**config.mk**
```make
export PLATFORM = sky130hd
export DESIGN_NAME = axi_burst_addr
export DESIGN_NICKNAME = d
export VERILOG_FILES = /design/src/design/axi_ram_pkg.sv /design/src/design/axi_burst_addr.sv
export SDC_FILE = /design/constraint.sdc
export NUM_CORES = 1
export LEC_CHECK = 0
export ABC_AREA = 1
export BUFFER_PORTS_ARGS = -buffer_cell sky130_fd_sc_hd__buf_2
export CAP_MARGIN = 0
export CELL_PAD_IN_SITES_DETAIL_PLACEMENT = 1
export CELL_PAD_IN_SITES_GLOBAL_PLACEMENT = 1
export CORE_MARGIN = 2
export CORE_UTILIZATION = 32
export DETAILED_ROUTE_END_ITERATION = 10
export GPL_TIMING_DRIVEN = 0
export MAX_ROUTING_LAYER = met4
export PLACE_DENSITY_LB_ADDON = 0.1
export SETUP_SLACK_MARGIN = 0.02
export SLEW_MARGIN = 10
export SYNTH_ARGS = -nofsm -noshare
export SYNTH_HDL_FRONTEND = slang
export SYNTH_SLANG_ARGS = --single-unit
```
**constraint.sdc**
```tcl
create_clock -name pll_core_cpuclk -period 1.5 [get_ports pll_core_cpuclk]
set_input_delay 0.375 -clock pll_core_cpuclk [delete_from_list [all_inputs] [get_ports pll_core_cpuclk]]
set_output_delay 0.375 -clock pll_core_cpuclk [all_outputs]
set_load 0.05 [all_outputs]
```
**src/design/axi_ram_pkg.sv**
```systemverilog
package axi_ram_pkg;

  // bus widths.
  localparam int addr_w     = 32;
  localparam int data_w     = 128;
  localparam int strb_w     = data_w / 8;
  localparam int beat_bytes = 16;
  localparam int id_w       = 8;
  localparam int len_w      = 8;

  typedef enum logic [1:0] {
    burst_fixed = 2'b00,
    burst_incr  = 2'b01,
    burst_wrap  = 2'b10
  } burst_e;

  localparam logic [1:0] resp_okay = 2'b00;

  typedef enum logic [1:0] {
    st_idle       = 2'b00,
    st_write      = 2'b01,
    st_write_resp = 2'b10,
    st_read       = 2'b11
  } ram_state_e;

  // shared by the ar and aw channels.
  typedef struct packed {
    logic [addr_w-1:0] addr;
    burst_e            burst;
    logic [id_w-1:0]   id;
    logic [len_w-1:0]  len;
    logic [2:0]        size;
    logic [3:0]        cache;
    logic [2:0]        prot;
  } ax_req_t;

  typedef struct packed {
    logic [data_w-1:0] data;
    logic [strb_w-1:0] strb;
    logic              last;
  } w_beat_t;

  typedef struct packed {
    logic [data_w-1:0] data;
    logic [id_w-1:0]   id;
    logic [1:0]        resp;
    logic              last;
  } r_beat_t;

  typedef struct packed {
    logic [id_w-1:0] id;
    logic [1:0]      resp;
  } b_resp_t;

endpackage

```
**src/design/axi_burst_addr.sv**
```systemverilog
`timescale 1ns/100ps

module axi_burst_addr #(
  parameter int mem_aw = 16
) (
  input  logic                              pll_core_cpuclk,
  input  logic                              pad_cpu_rst,
  input  logic [axi_ram_pkg::addr_w-1:0]    ar_addr,
  input  logic [axi_ram_pkg::addr_w-1:0]    aw_addr,
  input  logic                              addr_load,
  input  logic                              addr_src_read,
  input  logic                              beat_adv,
  input  axi_ram_pkg::burst_e               burst_kind,
  input  logic [axi_ram_pkg::len_w-1:0]     burst_len,
  output logic [mem_aw-1:0]                 ram_index
);

  localparam int lsb = $clog2(axi_ram_pkg::beat_bytes);

  logic [axi_ram_pkg::addr_w-1:0] beat_addr;
  logic [axi_ram_pkg::addr_w-1:0] incr_addr;
  logic [axi_ram_pkg::addr_w-1:0] next_addr;
  logic [axi_ram_pkg::addr_w-1:0] wrap_mask;
  logic [axi_ram_pkg::len_w-1:0]  beat_cnt;
  logic                           wrap_on;

  assign incr_addr = beat_addr + axi_ram_pkg::addr_w'(axi_ram_pkg::beat_bytes);

  // only 2 and 4 beat wraps are supported, anything else runs as incr.
  always_comb
  begin
    wrap_on   = 1'b0;
    wrap_mask = axi_ram_pkg::addr_w'(4 * axi_ram_pkg::beat_bytes - 1);
    if (burst_kind == axi_ram_pkg::burst_wrap)
    begin
      if (burst_len == axi_ram_pkg::len_w'(1))
      begin
        wrap_on   = 1'b1;
        wrap_mask = axi_ram_pkg::addr_w'(2 * axi_ram_pkg::beat_bytes - 1);
      end
      else if (burst_len == axi_ram_pkg::len_w'(3))
      begin
        wrap_on = 1'b1;
      end
    end
  end

  // keep the window base, step only inside the window.
  assign next_addr = wrap_on ? ((beat_addr & ~wrap_mask) | (incr_addr & wrap_mask))
                             : incr_addr;

  always_ff @(posedge pll_core_cpuclk or posedge pad_cpu_rst)
  begin
    if (pad_cpu_rst)
    begin
      beat_addr <= '0;
      beat_cnt  <= '0;
    end
    else if (addr_load)
    begin
      beat_addr <= addr_src_read ? ar_addr : aw_addr;
      beat_cnt  <= '0;
    end
    else if (beat_adv && (beat_cnt != burst_len))
    begin
      // address holds on the final beat.
      beat_addr <= next_addr;
      beat_cnt  <= beat_cnt + 1'b1;
    end
  end

  assign ram_index = beat_addr[lsb +: mem_aw];

endmodule

```
# Word-level counts from Yosys, hierarchy flattened
# Index checks and enable logic that the tools add are counted.
totals:
  register_bits: 40
  in_bits: 79
  elab_cells: 25
op_classes:
  addsub: 2
  eq_ne: 4
  muxes: 11
  bitwise: 4
  n_reduce_logical: 2
op_table:
  columns: ["operator", "count"]
  rows:
  - ["two-way mux 32 bit", 4]
  - ["bitwise AND 32 bit", 2]
  - ["adder 32 x 5 -> 32 bit, second input constant", 1]
  - ["inverter 32 bit", 1]
  - ["OR 32 bit", 1]
  - ["two-way mux 8 bit", 2]
  - ["two-way mux 6 bit", 2]
  - ["adder 8 x 1 -> 8 bit, second input constant", 1]
  - ["== test 8 x 1 -> 1 bit, second input constant", 1]
  - ["== test 8 x 2 -> 1 bit, second input constant", 1]
  - ["!= test 8 bit", 1]
  - ["two-way mux 1 bit", 3]
  - ["== test 2 bit, second input constant", 1]
  - ["nonzero test 2 bit", 1]
  - ["logical AND 1 bit", 1]

# Logic depth before layout (Yosys ltp)
logic_depth:
  depth_word: 9
  ltp_mapped: 12

# Worst setup path before layout
# OpenSTA, ideal clock, no wires.
synth_path:
  path_type: "register to register"
  startpoint: "register with a tool-made name"
  endpoint: "register beat_addr[14] (netlist name)"
  setup_ns: 0.065
  t_arrival_ns: 1.655
  required_ns: 1.435
  setup_slack_ns: -0.220
  stages_incl_launch_ff: 10
  path_buffers: 0
  period_less_slack_ns: 1.720
  cell_sequence: "dfrtp_1 ha_1 nand2_1 nor2_1 nand2_1 o21bai_1 nand3_1 nand2_1 nand3_1 nand2_1"
synth_rtl:
  columns: ["element", "line", "rtl"]
  rows:
  - ["end signal, assigned", "axi_burst_addr.sv:61", "beat_addr <= addr_src_read ? ar_addr : aw_addr;"]
  - ["end signal, assigned", "axi_burst_addr.sv:67", "beat_addr <= next_addr;"]
  - ["end, declared", "axi_burst_addr.sv:20", "logic [axi_ram_pkg::addr_w-1:0] beat_addr;"]

# Worst setup path in the final report
layout_path:
  startpoint: "register beat_cnt[7] (netlist name)"
  endpoint: "register beat_cnt[0] (netlist name)"
layout_between:
  elab_chain_cells: 3
layout_lines:
  columns: ["element", "line", "rtl"]
  rows:
  - ["start, declared", "axi_burst_addr.sv:24", "logic [axi_ram_pkg::len_w-1:0] beat_cnt;"]
  - ["start signal, assigned", "axi_burst_addr.sv:68", "beat_cnt <= beat_cnt + 1'b1;"]
  - ["!= test 8 bit", "axi_burst_addr.sv:64", "else if (beat_adv && (beat_cnt != burst_len))"]
  - ["logical AND 1 bit", "axi_burst_addr.sv:64", null]
  - ["nonzero test 2 bit (no source line)", null, null]
# No other way between the ends.
# A chain may end at the register's enable or synchronous reset.

==> impl_metrics.yaml <==
outcome:
  failed_checks: "negative setup slack"
  status: "complete, but fails checks"
cells_and_area:
  n_antenna_cell: 0
  areaGrowthSynthToFinish_pct: 39.8
  fin_nets: 498
  seq_area_um2: 617
  multi_input_area_um2: 1460
  nFillCells: 864
  drive_gt1_share_pct: 38.0
sta:
  period_share_pct: 104
  drv_slew: 0
  final.setup.tns_ns: -0.834
  setup_viol: 24
  worst_slack_ns: -0.0560
  fin_skew_ns: 0.00416
  rsz0062_at_grt: "true"
  min_period_ns: 1.56
  fmax_ghz: 0.643
  maxSlewHeadroom_pct: 28.9
  finalHoldViolCount: 0
  worst_slew_pin_slew_ns: 1.07
  hold_slack_ns: 0.333
drt:
  vias: 2434
  drt_iter0_markers: 48
  ant_nets: 0
  drc: 0
  wl_per_cell_um: 15.8
  viasPerCell: 4.94
  firstDrtPassIters: 4
  wl_um: 7790
placed_design:
  io_buffers: 60
  pre_cts_slack_ns: -0.223
  gp_congestion: 0.804
  dp_hpwl_um: 5500
flow_run:
  maxCapViolations: 0
yosys:
  synth_seq_cells: 24
  yosysWarnings: 0
  netlist_instances: 335
  avgSynthCellArea_um2: 6.37
  synth_area_leaders: "dfrtp_1 (28%), nand2_1 (19%), nor2_1 (10%)"
  syn_area_um2: 2130
  syn_nets: 416
  yosysUniqueCellTypes: 23
  ys_seq_area_share_pct: 28.2
  yosysTopAreaCellShare_pct: 28.2
  synth_top_cell_by_area: "dfrtp_1"
global_routing:
  antenna_found_initial: 0
  grt_max_degree: 25
  groute.usage.overall_pct: 22.7
  grt_pass1_wl_um: 12700
  grt.overflow.total: 0
  grt_pass1_vias: 2538
clocking:
  h-tree-depth: 1
  cts_tree: "done"
  cts_buffer_depth: 2
  clk_pin_slew_ns: 0.11
  postCtsHoldBufs: 0
  cts_sinks: 24
  clockRootBuffer: "clkbuf_8"
  numCtsBuffers: 3
  clkLatencyLatePin_ns: 0.29
worst_setup_path:
  worstPathRequired_ns: 1.74
  crit_type: "reg2reg"
  ff2ff_path_depth: 11
  r2r_start: "beat_cnt[7]"
  worst_ep_arrival_time_ns: 1.79
  cp-start-kind: "flop"
  r2r_setup_slack_ns: -0.06
  reg2reg_to: "beat_cnt[0]"
  endpoint_kind: "flop"
  critPathMaxFanout: 7
pwr:
  powerDensity_nw_per_um2: 834
  vdd_drop_max_mv: 0.425
  power.leakage_nw: 1.55
  power_mw: 2.49
die:
  rows: 29
  die_w_um: 85.7
  fp.dieH_um: 85.7
  initial_core_util_pct: 33.4
  pin_count: 95
  die-area_um2: 7340
  fp.coreArea_um2: 6390
hold_path:
  min-delay-path-class: "in2async"
==> flip-flops by register name, indices dropped and copies added, names as in the netlist, named ones only <==
register / flops
beat_addr: 15
beat_cnt: 8
==> where the power goes <==
group | total, mW | switching [mW] | internal, mW
Clock | 0.632 | 0.274 | 0.359
Sequential | 0.854 | 0.124 | 0.730
Combinational | 0.999 | 0.627 | 0.373
Total | 2.49 | 1.02 | 1.46
==> cells in the mapped netlist <==
| cell | count |
|---|---|
| nand3_2 | 12 |
| buf_2 | 5 |
| xnor2_1 | 10 |
| nand3_1 | 24 |
| xor2_1 | 4 |
| inv_1 | 25 |
| nor2_1 | 59 |
| buf_4 | 1 |
| ha_1 | 2 |
| o21bai_1 | 3 |
| nand4_1 | 6 |
| nand2_2 | 9 |
| o21ai_2 | 2 |
| buf_6 | 4 |
| o22ai_1 | 1 |
| nor3_1 | 2 |
| clkbuf_1 | 1 |
| nand2_1 | 109 |
| nor2_2 | 2 |
| buf_12 | 2 |
| inv_2 | 3 |
| dfrtp_1 | 24 |
| o21ai_0 | 25 |
==> what timing repair did <==
item,in CTS,in global routing
cloned,2,0
buffers inserted,8,7
resized for setup,30,21
pin swaps,23,18
endpoints found under the setup margin,24,25
==> worst max path at each step <==
stage	slack (ns)	cells after the start	endpoint	start
after floorplan	0.002	9	beat_addr[14]	beat_addr[4]
after global placement	-0.20	10	beat_addr[14]	burst_len[0]
after detailed placement	-0.22	10	beat_addr[14]	burst_len[0]
after CTS	-0.07	11	beat_cnt[5]	beat_cnt[3]
after global routing	-0.20	11	beat_cnt[7]	beat_cnt[7]
final	-0.06	11	beat_cnt[0]	beat_cnt[7]
==> cells in the final DEF, fill, tap and decap left out, types with 4 or more instances in the layout <==
master / instances
xor2_1: 4
buf_2: 63
dfrtp_2: 13
dfrtp_1: 11
nand3_2: 16
nor2_1: 55
xnor2_1: 7
nand2_1: 100
nand4_1: 6
nand2_2: 13
o21ai_0: 24
buf_6: 5
nand3_1: 18
buf_4: 14
inv_1: 24
nand2_4: 5
==> area by class of cell <==
cell class | count | area share, %
flip-flops and latches | 24 | 20.7
plain buffers | 13 | 4.49
clock inverters | 1 | 1.01
inverters | 28 | 3.78
well taps | 77 | 3.23
repair buffers | 77 | 16.5
clock buffers | 3 | 1.38
multi-input cells | 270 | 48.9
==> layer usage <==
| metal | part of all wire (%) | wire length [um] | vias up | GRT usage, % |
|---|---|---|---|---|
| met5 | 0 | 0 | - | - |
| met4 | 0.67 | 52 | 0 | 3.90 |
| met3 | 3.0 | 231 | 6 | 1.92 |
| met2 | 48 | 3720 | 46 | 38.6 |
| met1 | 49 | 3780 | 1167 | 29.9 |
| li1 | - | - | 1215 | - |
==> through the flow <==
stage / area [um^2] / instances / utilization (%)
final: 2980 / 493 / 46.7
after global routing: 2980 / 493 / 46.7
after CTS: 2850 / 486 / 44.7
after detailed placement: 2560 / 472 / 40.0
after global placement: 2560 / 472 / 40.0
after floorplan: 2160 / 335 / -
==> kinds of logic after synthesis <==
kind of cell | synth area share, %
AO/OA/AOI/OAI | 8.04
buffers and inverters | 10.6
AND/OR/NAND/NOR | 46.3
adder cells (fa/ha/maj) | 1.17
XOR/XNOR | 5.75
flip-flops | 28.2
==> worst max-delay path: stages, from the launching register on <==
cell	delay [ns]
dfrtp_1	0.44
xnor2_1	0.17
nand2_1	0.09
nor2_2	0.11
nand2_1	0.07
nand2_2	0.08
nand2_4	0.08
buf_12	0.15
buf_8	0.13
inv_8	0.06
nand2_1	0.05
nand2_1	0.05
No activity file was read; power rests on OpenSTA's default activity.
