<file path="src/design/axi_ram_pkg.sv">
package axi_ram_pkg;

  // bus widths.
  localparam int addr_w     = 32;
  localparam int data_w     = 128;
  localparam int strb_w     = data_w / 8;
  localparam int beat_bytes = 16;
  localparam int id_w       = 8;
  localparam int len_w      = 8;

  typedef enum logic [1:0] {
    burst_fixed = 2'b00,
    burst_incr  = 2'b01,
    burst_wrap  = 2'b10
  } burst_e;

  localparam logic [1:0] resp_okay = 2'b00;

  typedef enum logic [1:0] {
    st_idle       = 2'b00,
    st_write      = 2'b01,
    st_write_resp = 2'b10,
    st_read       = 2'b11
  } ram_state_e;

  // shared by the ar and aw channels.
  typedef struct packed {
    logic [addr_w-1:0] addr;
    burst_e            burst;
    logic [id_w-1:0]   id;
    logic [len_w-1:0]  len;
    logic [2:0]        size;
    logic [3:0]        cache;
    logic [2:0]        prot;
  } ax_req_t;

  typedef struct packed {
    logic [data_w-1:0] data;
    logic [strb_w-1:0] strb;
    logic              last;
  } w_beat_t;

  typedef struct packed {
    logic [data_w-1:0] data;
    logic [id_w-1:0]   id;
    logic [1:0]        resp;
    logic              last;
  } r_beat_t;

  typedef struct packed {
    logic [id_w-1:0] id;
    logic [1:0]      resp;
  } b_resp_t;

endpackage

</file>
<file path="src/design/axi_slave_ram.sv">
`timescale 1ns/100ps

module axi_slave_ram (
  input  logic                              pll_core_cpuclk,
  input  logic                              pad_cpu_rst,
  input  axi_ram_pkg::ax_req_t              ar,
  input  logic                              arvalid,
  output logic                              arready,
  input  axi_ram_pkg::ax_req_t              aw,
  input  logic                              awvalid,
  output logic                              awready,
  input  axi_ram_pkg::w_beat_t              w,
  input  logic                              wvalid,
  output logic                              wready,
  output axi_ram_pkg::r_beat_t              r,
  output logic                              rvalid,
  input  logic                              rready,
  output axi_ram_pkg::b_resp_t              b,
  output logic                              bvalid,
  input  logic                              bready,
  output logic                              addr_load,
  output logic                              addr_src_read,
  output logic                              beat_adv,
  output axi_ram_pkg::burst_e               burst_kind,
  output logic [axi_ram_pkg::len_w-1:0]     burst_len,
  output logic                              ram_cen,
  output logic [axi_ram_pkg::strb_w-1:0]    ram_wen,
  output logic [axi_ram_pkg::data_w-1:0]    ram_din,
  input  logic [axi_ram_pkg::data_w-1:0]    ram_dout
);

  axi_ram_pkg::ram_state_e         state;
  axi_ram_pkg::ram_state_e         next_state;
  axi_ram_pkg::burst_e             burst_q;
  logic [axi_ram_pkg::id_w-1:0]    id_q;
  logic [axi_ram_pkg::len_w-1:0]   len_q;
  logic [axi_ram_pkg::len_w-1:0]   beat_cnt;
  logic                            last_beat;
  logic                            rst_done;
  logic                            rd_dly;
  logic                            ar_fire;
  logic                            aw_fire;
  logic                            w_fire;
  logic                            r_fire;
  logic                            b_fire;

  assign ar_fire = arvalid && arready;
  assign aw_fire = awvalid && awready;
  assign w_fire  = wvalid && wready;
  assign r_fire  = rvalid && rready;
  assign b_fire  = bvalid && bready;

  // holds the address channels off during the first cycle out of reset.
  always_ff @(posedge pll_core_cpuclk or posedge pad_cpu_rst)
  begin
    if (pad_cpu_rst)
      rst_done <= 1'b0;
    else
      rst_done <= 1'b1;
  end

  // reads take priority in idle.
  assign arready = (state == axi_ram_pkg::st_idle) && rst_done && arvalid;
  assign awready = (state == axi_ram_pkg::st_idle) && rst_done && !arvalid;
  assign wready  = (state == axi_ram_pkg::st_write);
  assign bvalid  = (state == axi_ram_pkg::st_write_resp);

  always_ff @(posedge pll_core_cpuclk or posedge pad_cpu_rst)
  begin
    if (pad_cpu_rst)
      state <= axi_ram_pkg::st_idle;
    else
      state <= next_state;
  end

  always_comb
  begin
    next_state = state;
    case (state)
      axi_ram_pkg::st_idle:
      begin
        if (ar_fire)
          next_state = axi_ram_pkg::st_read;
        else if (aw_fire)
          next_state = axi_ram_pkg::st_write;
      end
      axi_ram_pkg::st_read:
      begin
        if (r_fire && last_beat)
          next_state = axi_ram_pkg::st_idle;
      end
      axi_ram_pkg::st_write:
      begin
        if (w_fire && last_beat)
          next_state = axi_ram_pkg::st_write_resp;
      end
      axi_ram_pkg::st_write_resp:
      begin
        if (b_fire)
          next_state = axi_ram_pkg::st_idle;
      end
      default:
      begin
        next_state = axi_ram_pkg::st_idle;
      end
    endcase
  end

  // request fields for the accepted burst.
  always_ff @(posedge pll_core_cpuclk)
  begin
    if (addr_load)
    begin
      id_q    <= ar_fire ? ar.id : aw.id;
      len_q   <= ar_fire ? ar.len : aw.len;
      burst_q <= ar_fire ? ar.burst : aw.burst;
    end
  end

  always_ff @(posedge pll_core_cpuclk or posedge pad_cpu_rst)
  begin
    if (pad_cpu_rst)
      beat_cnt <= '0;
    else if (addr_load)
      beat_cnt <= '0;
    else if (beat_adv)
      beat_cnt <= beat_cnt + 1'b1;
  end

  assign last_beat = (beat_cnt == len_q);

  assign addr_load     = ar_fire || aw_fire;
  assign addr_src_read = ar_fire;
  assign beat_adv      = r_fire || w_fire;
  assign burst_kind    = burst_q;
  assign burst_len     = len_q;

  // one cycle for the sram read, then rvalid.
  always_ff @(posedge pll_core_cpuclk or posedge pad_cpu_rst)
  begin
    if (pad_cpu_rst)
      rd_dly <= 1'b0;
    else
      rd_dly <= ar_fire || (r_fire && !last_beat);
  end

  always_ff @(posedge pll_core_cpuclk or posedge pad_cpu_rst)
  begin
    if (pad_cpu_rst)
      rvalid <= 1'b0;
    else if ((state == axi_ram_pkg::st_read) && rd_dly)
      rvalid <= 1'b1;
    else if (r_fire)
      rvalid <= 1'b0;
  end

  // the sram reads every cycle of a read burst, so q holds while stalled.
  always_comb
  begin
    ram_cen = 1'b1;
    ram_wen = '1;
    ram_din = w.data;
    if (state == axi_ram_pkg::st_read)
    begin
      ram_cen = 1'b0;
    end
    else if (w_fire)
    begin
      ram_cen = 1'b0;
      ram_wen = ~w.strb;
    end
  end

  assign r.data = ram_dout;
  assign r.id   = id_q;
  assign r.resp = axi_ram_pkg::resp_okay;
  assign r.last = last_beat;

  assign b.id   = id_q;
  assign b.resp = axi_ram_pkg::resp_okay;

endmodule

</file>
<file path="config.mk">
export PLATFORM = sky130hd
export DESIGN_NAME = axi_slave_ram
export DESIGN_NICKNAME = d
export VERILOG_FILES = /design/src/design/axi_ram_pkg.sv /design/src/design/axi_slave_ram.sv
export SDC_FILE = /design/constraint.sdc
export NUM_CORES = 1
export LEC_CHECK = 0
export ABC_AREA = 1
export ABC_CLOCK_PERIOD_IN_PS = 2000
export CELL_PAD_IN_SITES_DETAIL_PLACEMENT = 0
export CELL_PAD_IN_SITES_GLOBAL_PLACEMENT = 1
export CORE_AREA = 5 5 277 279
export DETAILED_ROUTE_END_ITERATION = 7
export DIE_AREA = 0 0 282 284
export DONT_BUFFER_PORTS = 1
export PLACE_DENSITY = 0.3
export SYNTH_ARGS = -nofsm -noshare
export SYNTH_HDL_FRONTEND = slang
export SYNTH_SLANG_ARGS = --single-unit
</file>
<file path="constraint.sdc">
create_clock -name pll_core_cpuclk -period 2 [get_ports pll_core_cpuclk]
set_input_delay 0.4 -clock pll_core_cpuclk [delete_from_list [all_inputs] [get_ports pll_core_cpuclk]]
set_output_delay 0.4 -clock pll_core_cpuclk [all_outputs]
set_load 0.01 [all_outputs]
</file>
# Word level (Yosys, flattened, before mapping)
# Index checks and enable logic that the tools add are counted.
[op_classes]
n_addsub = 1
n_eq_ne = 8
mux = 17
bitwise = 1
reduce_logical = 21
[ops]
columns = ["operator", "count"]
rows = [
  ["2-to-1 mux 16 bit", 2],
  ["2-to-1 mux 8 bit", 4],
  ["inverter 16 bit", 1],
  ["logical AND 1 bit", 12],
  ["2-to-1 mux 2 bit", 6],
  ["adder 8 x 1 -> 8 bit (second input constant)", 1],
  ["== test 8 bit", 1],
  ["case mux 2 bit (4 select lines)", 1],
  ["== test 2 bit (second input constant)", 2],
  ["2-to-1 mux 1 bit", 4],
  ["inequality test 2 x 1 -> 1 bit (second input constant)", 2],
  ["AND reduction 4 bit", 1],
  ["nonzero test 2 bit", 2],
  ["logical OR 1 bit", 3],
  ["inequality test 3 bit (second input constant)", 1],
  ["== test 2 x 1 -> 1 bit (second input constant)", 1],
  ["logical NOT 1 bit", 2],
  ["logical NOT 2 bit", 1],
  ["inequality test 2 bit (second input constant)", 1],
]
[totals]
ff_bits = 31
in_bits = 400
output_inout_bits = 312

# Logic depth before layout (Yosys ltp)
# Gate-level depths: netlist (run 1).
[depth]
ltp_word = 7
depth_mapped = 10
mapped_depth_nobuf = 10

# Least setup slack after synthesis (run 1)
# No wires, ideal clock.
[synth_path]
path_type = "reg2out"
start = "reg state[0]"
end = "out addr_load"
t_arrival_ns = 1.174
slack_ns = 0.426
path_stages_with_launch = 4
path_buffers = 0
cell_sequence = "dfrtp_1 nor3b_2 o21ai_2 inv_2"
[synth_via]
elab_chain_len = 5
word_cells_on_any_way = 7
cone_classes = "reduce/logical: 7"
[synth_rtl]
columns = ["item", "line_no", "text"]
rows = [
  ["from (decl)", "axi_slave_ram.sv:32", "axi_ram_pkg::ram_state_e state;"],
  ["from (signal assigned)", "axi_slave_ram.sv:71", "state <= axi_ram_pkg::st_idle;"],
  ["from (signal assigned)", "axi_slave_ram.sv:73", "state <= next_state;"],
  ["logical NOT 2 bit *", "axi_slave_ram.sv:63, axi_slave_ram.sv:64", ""],
  ["logical AND 1 bit *", "axi_slave_ram.sv:63, axi_slave_ram.sv:64", ""],
  ["logical AND 1 bit, on equally long branches", "axi_slave_ram.sv:63, axi_slave_ram.sv:64", ""],
  ["logical AND 1 bit, on equally long branches", "axi_slave_ram.sv:47, axi_slave_ram.sv:48", ""],
  ["logical OR 1 bit *", "axi_slave_ram.sv:132", "assign addr_load = ar_fire || aw_fire;"],
  ["to (decl)", "axi_slave_ram.sv:21", "output logic addr_load,"],
]
# Mark *: on every way between the ends. The rest lies on a longest branch, timed or not.

==> qor.txt, run 1 <==
OUTCOME
----------------------------------------------------------------------------
Status                                                          complete, no violations

CRITICAL PATH
----------------------------------------------------------------------------
Worst path slowest cell                                             edfxtp_1
Critical Path Fanout Max                                                   2
Startpoint Class                                                    register
Endpoint arrival time on the critical path                           1.59 ns
Endpoint type of the worst setup path                           primary output
Cell-by-cell trace of the critical path                         xnor2_2 -> nand2_2 -> nor4_4 -> buf_6
Worst stage delay on the critical path                               0.51 ns
Setup slack, reg-to-reg                                              0.18 ns
Worst setup path category                                         reg -> out
Req. time, crit path                                                 1.60 ns

DIE
----------------------------------------------------------------------------
Total Die Area                                                   0.0801 mm^2
Chip Height                                                           284 um
Standard-cell rows                                                       100
Boundary Pins                                                            712
Core area                                                        0.0739 mm^2
Die outline width                                                     282 um
Effective utilization at floorplan                                     5.07%

DRT
----------------------------------------------------------------------------
Avg Vias per Cell                                                       1.59
Average wire per standard cell                                       11.5 um
DRC Markers                                                                0
Highest routed metal layer                                              met4
Initial drt markers                                                       60
Total length of routed wires                                         14.2 mm
First-pass DRT Iterations                                                  4
Total via count in the routed design                                    1965
Detailed-routed wire length on met2                                  6.51 mm
Detailed-route wire length on metal 1                                4.54 mm
Met3 routed WL                                                       2.27 mm
Number of antenna-violating nets in the routed design                      0

STA
----------------------------------------------------------------------------
Clock skew                                                         0.0102 ns
Max-slew violations                                                        0
Max Freq                                                             504 MHz
Hold violation count in the final report                                   0
Slew at the pin with the worst max-slew slack                       0.658 ns
Setup-violating endpoint count in the final report                         0
Tightest slew margin relative to the limit                             56.1%
Fraction of the cycle the final worst path needs                       99.3%
Unrepaired setup endpoints after global routing                          yes
Final worst path period need                                         1.99 ns

CTS
----------------------------------------------------------------------------
Number of sinks handled by clock tree synthesis                           31
Clock tree from TritonCTS                                               done
Cts bufs inserted                                                          5
Clock Path Buffers                                                         2
Hold-fix buffer count after cts                                            0
Root buffer cell                                                   clkbuf_16
Clock-pin transition on the worst setup and hold timing paths        0.06 ns
H-tree level count                                                         2
Clk Latency, worst-skew pair                                         0.30 ns

PLACEMENT
----------------------------------------------------------------------------
Global placement routability congestion                                0.605
Number of I/O port buffers                                                 0
HPWL reported at the end of detailed placement                       11.7 mm
Dpl cells                                                               1215

POWER AND IR DROP
----------------------------------------------------------------------------
Static leakage power                                                 1.14 nW
Pwr Total                                                          0.00312 W
PwrDens                                                          882 mW/mm^2
Maximum VDD drop                                                      269 uV

FINISH
----------------------------------------------------------------------------
Proportion of layout cells with a drive suffix above 1                 31.1%
Share of the core filled with cells in the final layout                4.78%
Ant. Diodes                                                                0
Layout Nets                                                              664
Number of inserted filler cells in the final layout                     8741
Synth-to-Final Area Change                                            -5.77%
Post-route non-filler standard cell count                               1233

YOSYS
----------------------------------------------------------------------------
Yosys Warn Count                                                           0
Sequential area share after synthesis                                  23.1%
Syn Area/Cell                                                      7.79 um^2
Total of flip-flops plus latches after synthesis                          31
Netlist area before placement                                   0.00375 mm^2
Gate count after technology mapping                                      481
Distinct cell type count of the synthesized netlist                       34

GLOBAL ROUTING
----------------------------------------------------------------------------
Total routing resource utilization after global routing                3.36%
Largest net degree at the start of global routing                         15
Number of global-route vias before repair                               2157
Overflow left after global routing                                         0
Initial antenna violation count                                            1
First-pass GRT wire length                                           17.7 mm

RUN
----------------------------------------------------------------------------
Max Cap Violations                                                         0

HOLD PATH
----------------------------------------------------------------------------
HP Class                                                         in -> async

-- worst max-delay path, delay by kind of cell (launching register included) --
kind / cells / cell delay (ns)
flops: 1 / 0.51
buf+inv: 1 / 0.18
xor+xnor: 1 / 0.19
simple gates: 2 / 0.41
-- power by group --
group	internal (W)	leakage (nW)	switching, W
clock network	0.000454	0.0649	0.000354
registers	0.000846	0.340	0.000196
logic	0.000528	0.735	0.000738
total	0.00183	1.14	0.00129
-- through the flow --
| step | instance area, um^2 | TNS (ns) | setup WS, ns | hold WS, ns |
|---|---|---|---|---|
| final | 3530 | 0 | 0.0142 | 0.0810 |
| after global routing | 3530 | -0.115 | -0.108 | 0.135 |
| after CTS | 3460 | -0.0560 | -0.0560 | 0.103 |
| after detailed placement | 3210 | -0.0293 | -0.0293 | 0.434 |
| after global placement | 3210 | -0.0206 | -0.0206 | 0.446 |
| after floorplan | 3760 | 0 | 0.426 | 0.277 |
-- state kept, by name, summed over array words and instances, names as in the netlist --
signal and cells:
id_q 8, burst_kind 2, rst_done 1, rd_dly 1, burst_len 8, state 2
beat_cnt 8, rvalid 1
-- placed cells by master (no fill, tap or decap), types with 4 or more instances in the layout --
cell / count
buf_4: 40
clkbuf_16: 5
conb_1: 5
dfrtp_1: 13
edfxtp_1: 18
inv_1: 19
nand2_1: 94
nand2_2: 6
nand3_1: 6
nor2_1: 7
nor3_1: 5
nor3_2: 4
o21ai_0: 4
-- cell families after synthesis --
group,Yosys count,share of synthesized area [%]
flip-flops,31,23.1
AO/OA/AOI/OAI,14,2.60
buffers and inverters,298,57.1
adder cells (fa/ha/maj),1,0.334
XOR/XNOR,3,0.701
AND/OR/NAND/NOR,132,16.0
other,2,0.200
-- worst paths after layout --
check                                   from            to  cells after the start
min in group pll_core_cpuclk          ar[10]  burst_len[0]                      2
max in group asynchronous        pad_cpu_rst   beat_cnt[6]                      1
worst max-delay path            burst_len[6]          r[0]                      4
worst max register to register  burst_len[0]      state[0]                     13
worst min-delay path             pad_cpu_rst        rvalid                      1
worst min register to register        rd_dly        rvalid                      1
-- area by class of cell --
class | instances | area (um^2) | share of cell area (%)
clock inverter | 3 | 15.0 | 0.425
tap | 969 | 1210 | 34.3
sequential | 31 | 866 | 24.5
multi-input combinational | 155 | 816 | 23.1
clock buffer | 5 | 125 | 3.54
timing repair buffer | 45 | 387 | 10.9
inverter | 25 | 111 | 3.15
-- cells in the mapped netlist (all sizes together) --
cell type  number  share of area, %
buf           272                54
clkbuf          1              0.10
inv            23               2.3
nor4            1              0.17
nor2            9               1.1
clkinv          2              0.23
o21ai           5              0.77
nor3            9               1.7
conb            2              0.20
and3            1              0.30
dfrtp          13               8.7
a31oi           1              0.17
ha              1              0.33
xnor2           3              0.70
nand4           2              0.50
a22o            1              0.23
nor3b           1              0.33
a21oi           6               1.1
edfxtp         18                14
nand2         102                11
a211oi          1              0.33
nand3           7              0.93
-- what timing repair did --
| item | CTS | global route |
|---|---|---|
| gates cloned | 1 | 0 |
| buffers inserted | 5 | 4 |
| pin swaps | 4 | 8 |
| setup endpoints to repair | 20 | 14 |
| resized for setup | 11 | 9 |
-- layer usage --
metal | vias up | global-route usage [%]
met5 | - | 0
met4 | 0 | 2.62
met3 | 88 | 2.49
met2 | 275 | 5.18
met1 | 839 | 2.96
li1 | 763 | -
Power figures use the tool's default switching activity.
==> run 2: changes to the inputs <==
SETUP_SLACK_MARGIN = 0.02   (was default)
==> run 2 against run 1 <==
Critical endpoint unchanged. Via count is 0.36% lower. Critical path depth stayed put. Critical path type unchanged. Routed wire length is 0.70% higher.
==> qor.txt, run 2 (synthesis gave the netlist of run 1 again) <==
CRITICAL PATH
-------------------------------------------------------------------------------------
Worst setup path category                                                  reg -> out
Startpoint Class                                                             register
Worst stage delay on the critical path                                        0.51 ns
Beginning of the critical path                                           burst_len[6]
Req. time, crit path                                                          1.60 ns
R2r startpoint                                                           burst_len[0]
Endpoint type of the worst setup path                                    primary output
Critical Path Fanout Max                                                            2
Cell-by-cell trace of the critical path                                  xnor2_2 -> nand2_2 -> nor4_4 -> buf_6
Endpoint arrival time on the critical path                                    1.59 ns
Worst path slowest cell                                                      edfxtp_1

CTS
-------------------------------------------------------------------------------------
Clock Path Buffers                                                                  2
Number of sinks handled by clock tree synthesis                                    31
Cts bufs inserted                                                                   5
H-tree level count                                                                  2
Clk Latency, worst-skew pair                                                  0.30 ns
Root buffer cell                                                            clkbuf_16
Clock tree from TritonCTS                                                        done
Clock-pin transition on the worst setup and hold timing paths                 0.06 ns

STA
-------------------------------------------------------------------------------------
Slew at the pin with the worst max-slew slack                                0.657 ns
Tightest slew margin relative to the limit                                      56.2%
Setup-violating endpoint count in the final report                                  0
Clock skew                                                                  0.0119 ns
Hold violation count in the final report                                            0
Max Freq                                                                      503 MHz
Unrepaired setup endpoints after global routing                                   yes
Post-route setup TNS                                                             0 ns
Max-slew violations                                                                 0
Fraction of the cycle the final worst path needs                                99.4%
Worst hold margin                                                           0.0816 ns
Final worst path period need                                                  1.99 ns

POWER AND IR DROP
-------------------------------------------------------------------------------------
Clock power share                                                               25.9%
Switching power summed over all nets                                        0.00129 W
Switching fraction of total power                                               41.3%
Maximum VDD drop                                                               268 uV
Combinational power share                                                       40.8%
Internal Power                                                              0.00183 W
Sequential share of power                                                       33.3%
Static leakage power                                                          1.14 nW
PwrDens                                                                   883 mW/mm^2

DRT
-------------------------------------------------------------------------------------
Number of antenna-violating nets in the routed design                               0
Total via count in the routed design                                             1958
Average wire per standard cell                                                11.6 um
DRC Markers                                                                         0
Total length of routed wires                                                  14.3 mm
First-pass DRT Iterations                                                           4
Initial drt markers                                                                56
Avg Vias per Cell                                                                1.59

HOLD PATH
-------------------------------------------------------------------------------------
HP Class                                                                  in -> async

FINISH
-------------------------------------------------------------------------------------
Layout Nets                                                                       663
Most frequent cells in the layout                                        nand2_1, buf_4, inv_1
Proportion of layout cells with a drive suffix above 1                          30.8%
Post-route non-filler standard cell count                                        1232
Ant. Diodes                                                                         0
Most frequent standard cell in the layout excluding fill and tap cells        nand2_1
Synth-to-Final Area Change                                                     -5.64%
Share of the core filled with cells in the final layout                         4.78%
Number of inserted filler cells in the final layout                              8733

DIE
-------------------------------------------------------------------------------------
Boundary Pins                                                                     712
Die outline width                                                              282 um
Total Die Area                                                            0.0801 mm^2
Standard-cell rows                                                                100
Core area                                                                 0.0739 mm^2
Chip Height                                                                    284 um
Effective utilization at floorplan                                              5.07%

RUN
-------------------------------------------------------------------------------------
Max Cap Violations                                                                  0

PLACEMENT
-------------------------------------------------------------------------------------
HPWL reported at the end of detailed placement                                11.7 mm
Dpl cells                                                                        1215
Number of I/O port buffers                                                          0
Global placement routability congestion                                         0.605

GLOBAL ROUTING
-------------------------------------------------------------------------------------
Number of global-route vias before repair                                        2162
Initial antenna violation count                                                     1
Total routing resource utilization after global routing                         3.37%
Largest net degree at the start of global routing                                  15
First-pass GRT wire length                                                    17.8 mm
Overflow left after global routing                                                  0

OUTCOME
-------------------------------------------------------------------------------------
Status                                                                   complete, no violations

run 2: changes by cell type in the layout (fill, tap and decap cells not counted), sizes merged:
cell and delta:
buf -1, clkinv -1, inv +1
run 2: layout make-up:
class | count | area [um^2] | area share [%]
repair buffers | 44 | 390 | 11.0
clock inverters | 3 | 15.0 | 0.424
flip-flops and latches | 31 | 866 | 24.5
well taps | 969 | 1210 | 34.3
clock buffers | 5 | 125 | 3.54
inverters | 25 | 113 | 3.18
multi-input cells | 155 | 816 | 23.1
run 2: metrics by stage:
stage / setup slack, ns / area [um^2] / power, W
after floorplan: 0.426 / 3760 / 0.00215
after global placement: -0.0206 / 3210 / 0.00220
after detailed placement: -0.0293 / 3210 / 0.00220
after CTS: -0.0560 / 3480 / 0.00322
after global routing: -0.108 / 3540 / 0.00341
final: 0.0127 / 3540 / 0.00312
run 2: final timing paths:
kind	slack, ns	cells after the start	end
worst max-delay path	0.01	4	r[0]
worst min-delay path	0.08	1	rvalid
worst max register to register	0.19	13	state[0]
worst min register to register	0.48	1	rvalid
max in group asynchronous	1.49	1	beat_cnt[6]
min in group pll_core_cpuclk	0.28	2	burst_len[0]
run 2: layer usage:
layer / track usage [%] / routed length [um]
met5: 0 / 0
met3: 2.49 / 2300
met4: 2.62 / 913
met2: 5.27 / 6630
met1: 2.93 / 4490
run 2: repair_timing:
item                                   CTS  global route
setup endpoints to repair               20            20
resized for setup                       14             9
endpoints found under the hold margin    0             0
hold buffers                             0             0
buffers inserted                         6             2
gates cloned                             1             0
pin swaps                                4             8
run 2: worst max-delay path, delay by kind of cell (launching register included):
family                    cells  cell delay [ns]
buffers and inverters         1             0.18
xor gates and xnor gates      1             0.19
DFF                           1             0.51
and+or+nand+nor               2             0.41
run 2: power by group through the flow:
stage / combinational (W) / clock (W) / sequential (W)
6_report: 0.00127 / 0.000809 / 0.00104
5_1_grt: 0.00145 / 0.000878 / 0.00108
3_3_place_gp: 0.00113 / 0 / 0.00108
2_1_floorplan: 0.00116 / 0 / 0.000987
4_1_cts: 0.00130 / 0.000863 / 0.00106
3_5_place_dp: 0.00113 / 0 / 0.00107
==> run 3: changes to the inputs <==
CELL_PAD_IN_SITES_DETAIL_PLACEMENT = default   (was 0)
CELL_PAD_IN_SITES_GLOBAL_PLACEMENT = default   (was 1)
==> run 3 against run 2 <==
Sequential power about the same. Sequential cell count stayed put. Total power grew 10%. First-iteration DRC count is 5.4% higher. Register-to-register slack about the same. Via count increased by 5.5%. Critical path type unchanged. Critical endpoint unchanged. Largest cell class unchanged. Largest power group unchanged. Highest routed layer is now met5.
==> qor.txt, run 3 (synthesis gave the netlist of run 1 again) <==
OUTCOME
-------------------------------------------------------------------------------------
Status                                                                   complete, no violations

DRT
-------------------------------------------------------------------------------------
Total via count in the routed design                                             2066
DRC Markers                                                                         0
Initial drt markers                                                                59
Average wire per standard cell                                                14.6 um
Avg Vias per Cell                                                                1.68
First-pass DRT Iterations                                                           5
Number of antenna-violating nets in the routed design                               0
Total length of routed wires                                                  17.9 mm

FINISH
-------------------------------------------------------------------------------------
Register cell area after layout                                              867 um^2
Synth-to-Final Area Change                                                     -2.90%
Multi-input gate area in the final layout                                    803 um^2
Proportion of layout cells with a drive suffix above 1                          30.5%
Most frequent standard cell in the layout excluding fill and tap cells        nand2_1
Ant. Diodes                                                                         0
Number of inserted filler cells in the final layout                              8739
Most frequent cells in the layout                                        nand2_1, buf_4, inv_1, edfxtp_1, dfrtp_1
Layout Nets                                                                       659

STA
-------------------------------------------------------------------------------------
Fraction of the cycle the final worst path needs                                97.1%
Hold violation count in the final report                                            0
Slew at the pin with the worst max-slew slack                                0.622 ns
Final worst path period need                                                  1.94 ns
Tightest slew margin relative to the limit                                      58.5%
Max Freq                                                                      515 MHz
Unrepaired setup endpoints after global routing                                   yes
Clock skew                                                                 0.00332 ns
Setup-violating endpoint count in the final report                                  0
Post-route worst setup slack                                                0.0570 ns
Max-slew violations                                                                 0

GLOBAL ROUTING
-------------------------------------------------------------------------------------
Number of global-route vias before repair                                        2227
First-pass GRT wire length                                                    21.9 mm
Total routing resource utilization after global routing                         4.22%
Largest net degree at the start of global routing                                  14
Initial antenna violation count                                                     1
Overflow left after global routing                                                  0

DIE
-------------------------------------------------------------------------------------
Chip Height                                                                    284 um
Standard-cell rows                                                                100
Boundary Pins                                                                     712
Effective utilization at floorplan                                              5.07%
Total Die Area                                                            0.0801 mm^2
Die outline width                                                              282 um
Core area                                                                 0.0739 mm^2

CRITICAL PATH
-------------------------------------------------------------------------------------
Critical Path Fanout Max                                                            3
Endpoint type of the worst setup path                                    primary output
Startpoint Class                                                             register
Endpoint arrival time on the critical path                                    1.54 ns
Worst setup path category                                                  reg -> out
Req. time, crit path                                                          1.60 ns

CTS
-------------------------------------------------------------------------------------
Root buffer cell                                                            clkbuf_16
Cts bufs inserted                                                                   5
Clock-pin transition on the worst setup and hold timing paths                 0.07 ns
Clock Path Buffers                                                                  2
H-tree level count                                                                  2
Clock tree from TritonCTS                                                        done
Clk Latency, worst-skew pair                                                  0.30 ns
Number of sinks handled by clock tree synthesis                                    31

HOLD PATH
-------------------------------------------------------------------------------------
HP Class                                                                  in -> async

PLACEMENT
-------------------------------------------------------------------------------------
Global placement routability congestion                                         0.577
Number of I/O port buffers                                                          0
Setup Slack @ Placement                                                     -0.141 ns
HPWL reported at the end of detailed placement                                13.7 mm

POWER AND IR DROP
-------------------------------------------------------------------------------------
Pwr Total                                                                   0.00344 W
Static leakage power                                                          1.20 nW
Clock power share                                                               27.9%
Switching power summed over all nets                                        0.00139 W
PwrDens                                                                   945 mW/mm^2
Sequential share of power                                                       29.8%
Maximum VDD drop                                                               287 uV
Combinational power share                                                       42.3%
Internal Power                                                              0.00204 W
Switching fraction of total power                                               40.5%

RUN
-------------------------------------------------------------------------------------
Max Cap Violations                                                                  0

## run 3: cell types whose count changed in the layout (fill, tap and decap cells not counted), moves of 2 or more
cell,delta
buf_4,-10
bufbuf_16,+3
buf_12,+2
clkinv_1,-2
clkinv_2,+2
## run 3: layout make-up
type                       instances  area share (%)
tap                              969            33.3
sequential                        31            23.8
multi-input combinational        155            22.1
timing repair buffer              40            12.9
clock buffer                       7            4.50
inverter                          25            3.30
clock inverter                     1           0.138
## run 3: through the flow
| step | area [um^2] | utilization (%) | cells | hold WS [ns] | setup TNS, ns |
|---|---|---|---|---|---|
| final | 3640 | 4.92 | 1228 | 0.0635 | 0 |
| after global routing | 3640 | 4.92 | 1228 | 0.0966 | -0.149 |
| after floorplan | 3760 | - | 484 | 0.277 | 0 |
| after CTS | 3590 | 4.86 | 1226 | 0.0673 | 0 |
| after global placement | 3120 | 4.21 | 1200 | 0.402 | -0.622 |
| after detailed placement | 3120 | 4.21 | 1200 | 0.401 | -0.524 |
## run 3: per-layer routing
metal / global-route usage [%] / wire [um]
met4: 2.69 / 1300
met3: 3.50 / 3210
met2: 6.27 / 7640
met1: 3.87 / 5660
met5: 0.794 / 87
## run 3: repair_timing
item | 4_1_cts | 5_1_grt
hold buffers | 0 | 0
buffers inserted | 14 | 2
gates cloned | 4 | 0
resized for setup | 21 | 9
endpoints found under the setup margin | 29 | 14
pin swaps | 4 | 4
## run 3: power by group through the flow
| stage | Sequential, W | Clock [W] | Combinational [W] |
|---|---|---|---|
| finish | 0.00102 | 0.000959 | 0.00146 |
| global route | 0.00105 | 0.00105 | 0.00165 |
| CTS | 0.00103 | 0.00103 | 0.00150 |
| detailed placement | 0.00106 | 0 | 0.00110 |
| global placement | 0.00106 | 0 | 0.00110 |
| floorplan | 0.000987 | 0 | 0.00116 |
## run 3: path summary, 6_finish.rpt
path,to,slack [ns],cells after the start,start
max,r[0],0.06,6,burst_len[5]
min,state[0],0.06,1,pad_cpu_rst
max reg2reg,burst_len[4],0.20,8,state[0]
min reg2reg,rvalid,0.47,1,rd_dly
max in group asynchronous,state[1],1.50,1,pad_cpu_rst
min in group pll_core_cpuclk,burst_len[2],0.28,2,ar[12]
## run 3: critical path: stages (launching register included)
cell      delay [ns]
edfxtp_1        0.54
inv_1           0.10
nand2_1         0.05
nand2_1         0.07
nand2_2         0.08
nor4_4          0.24
buf_4           0.17
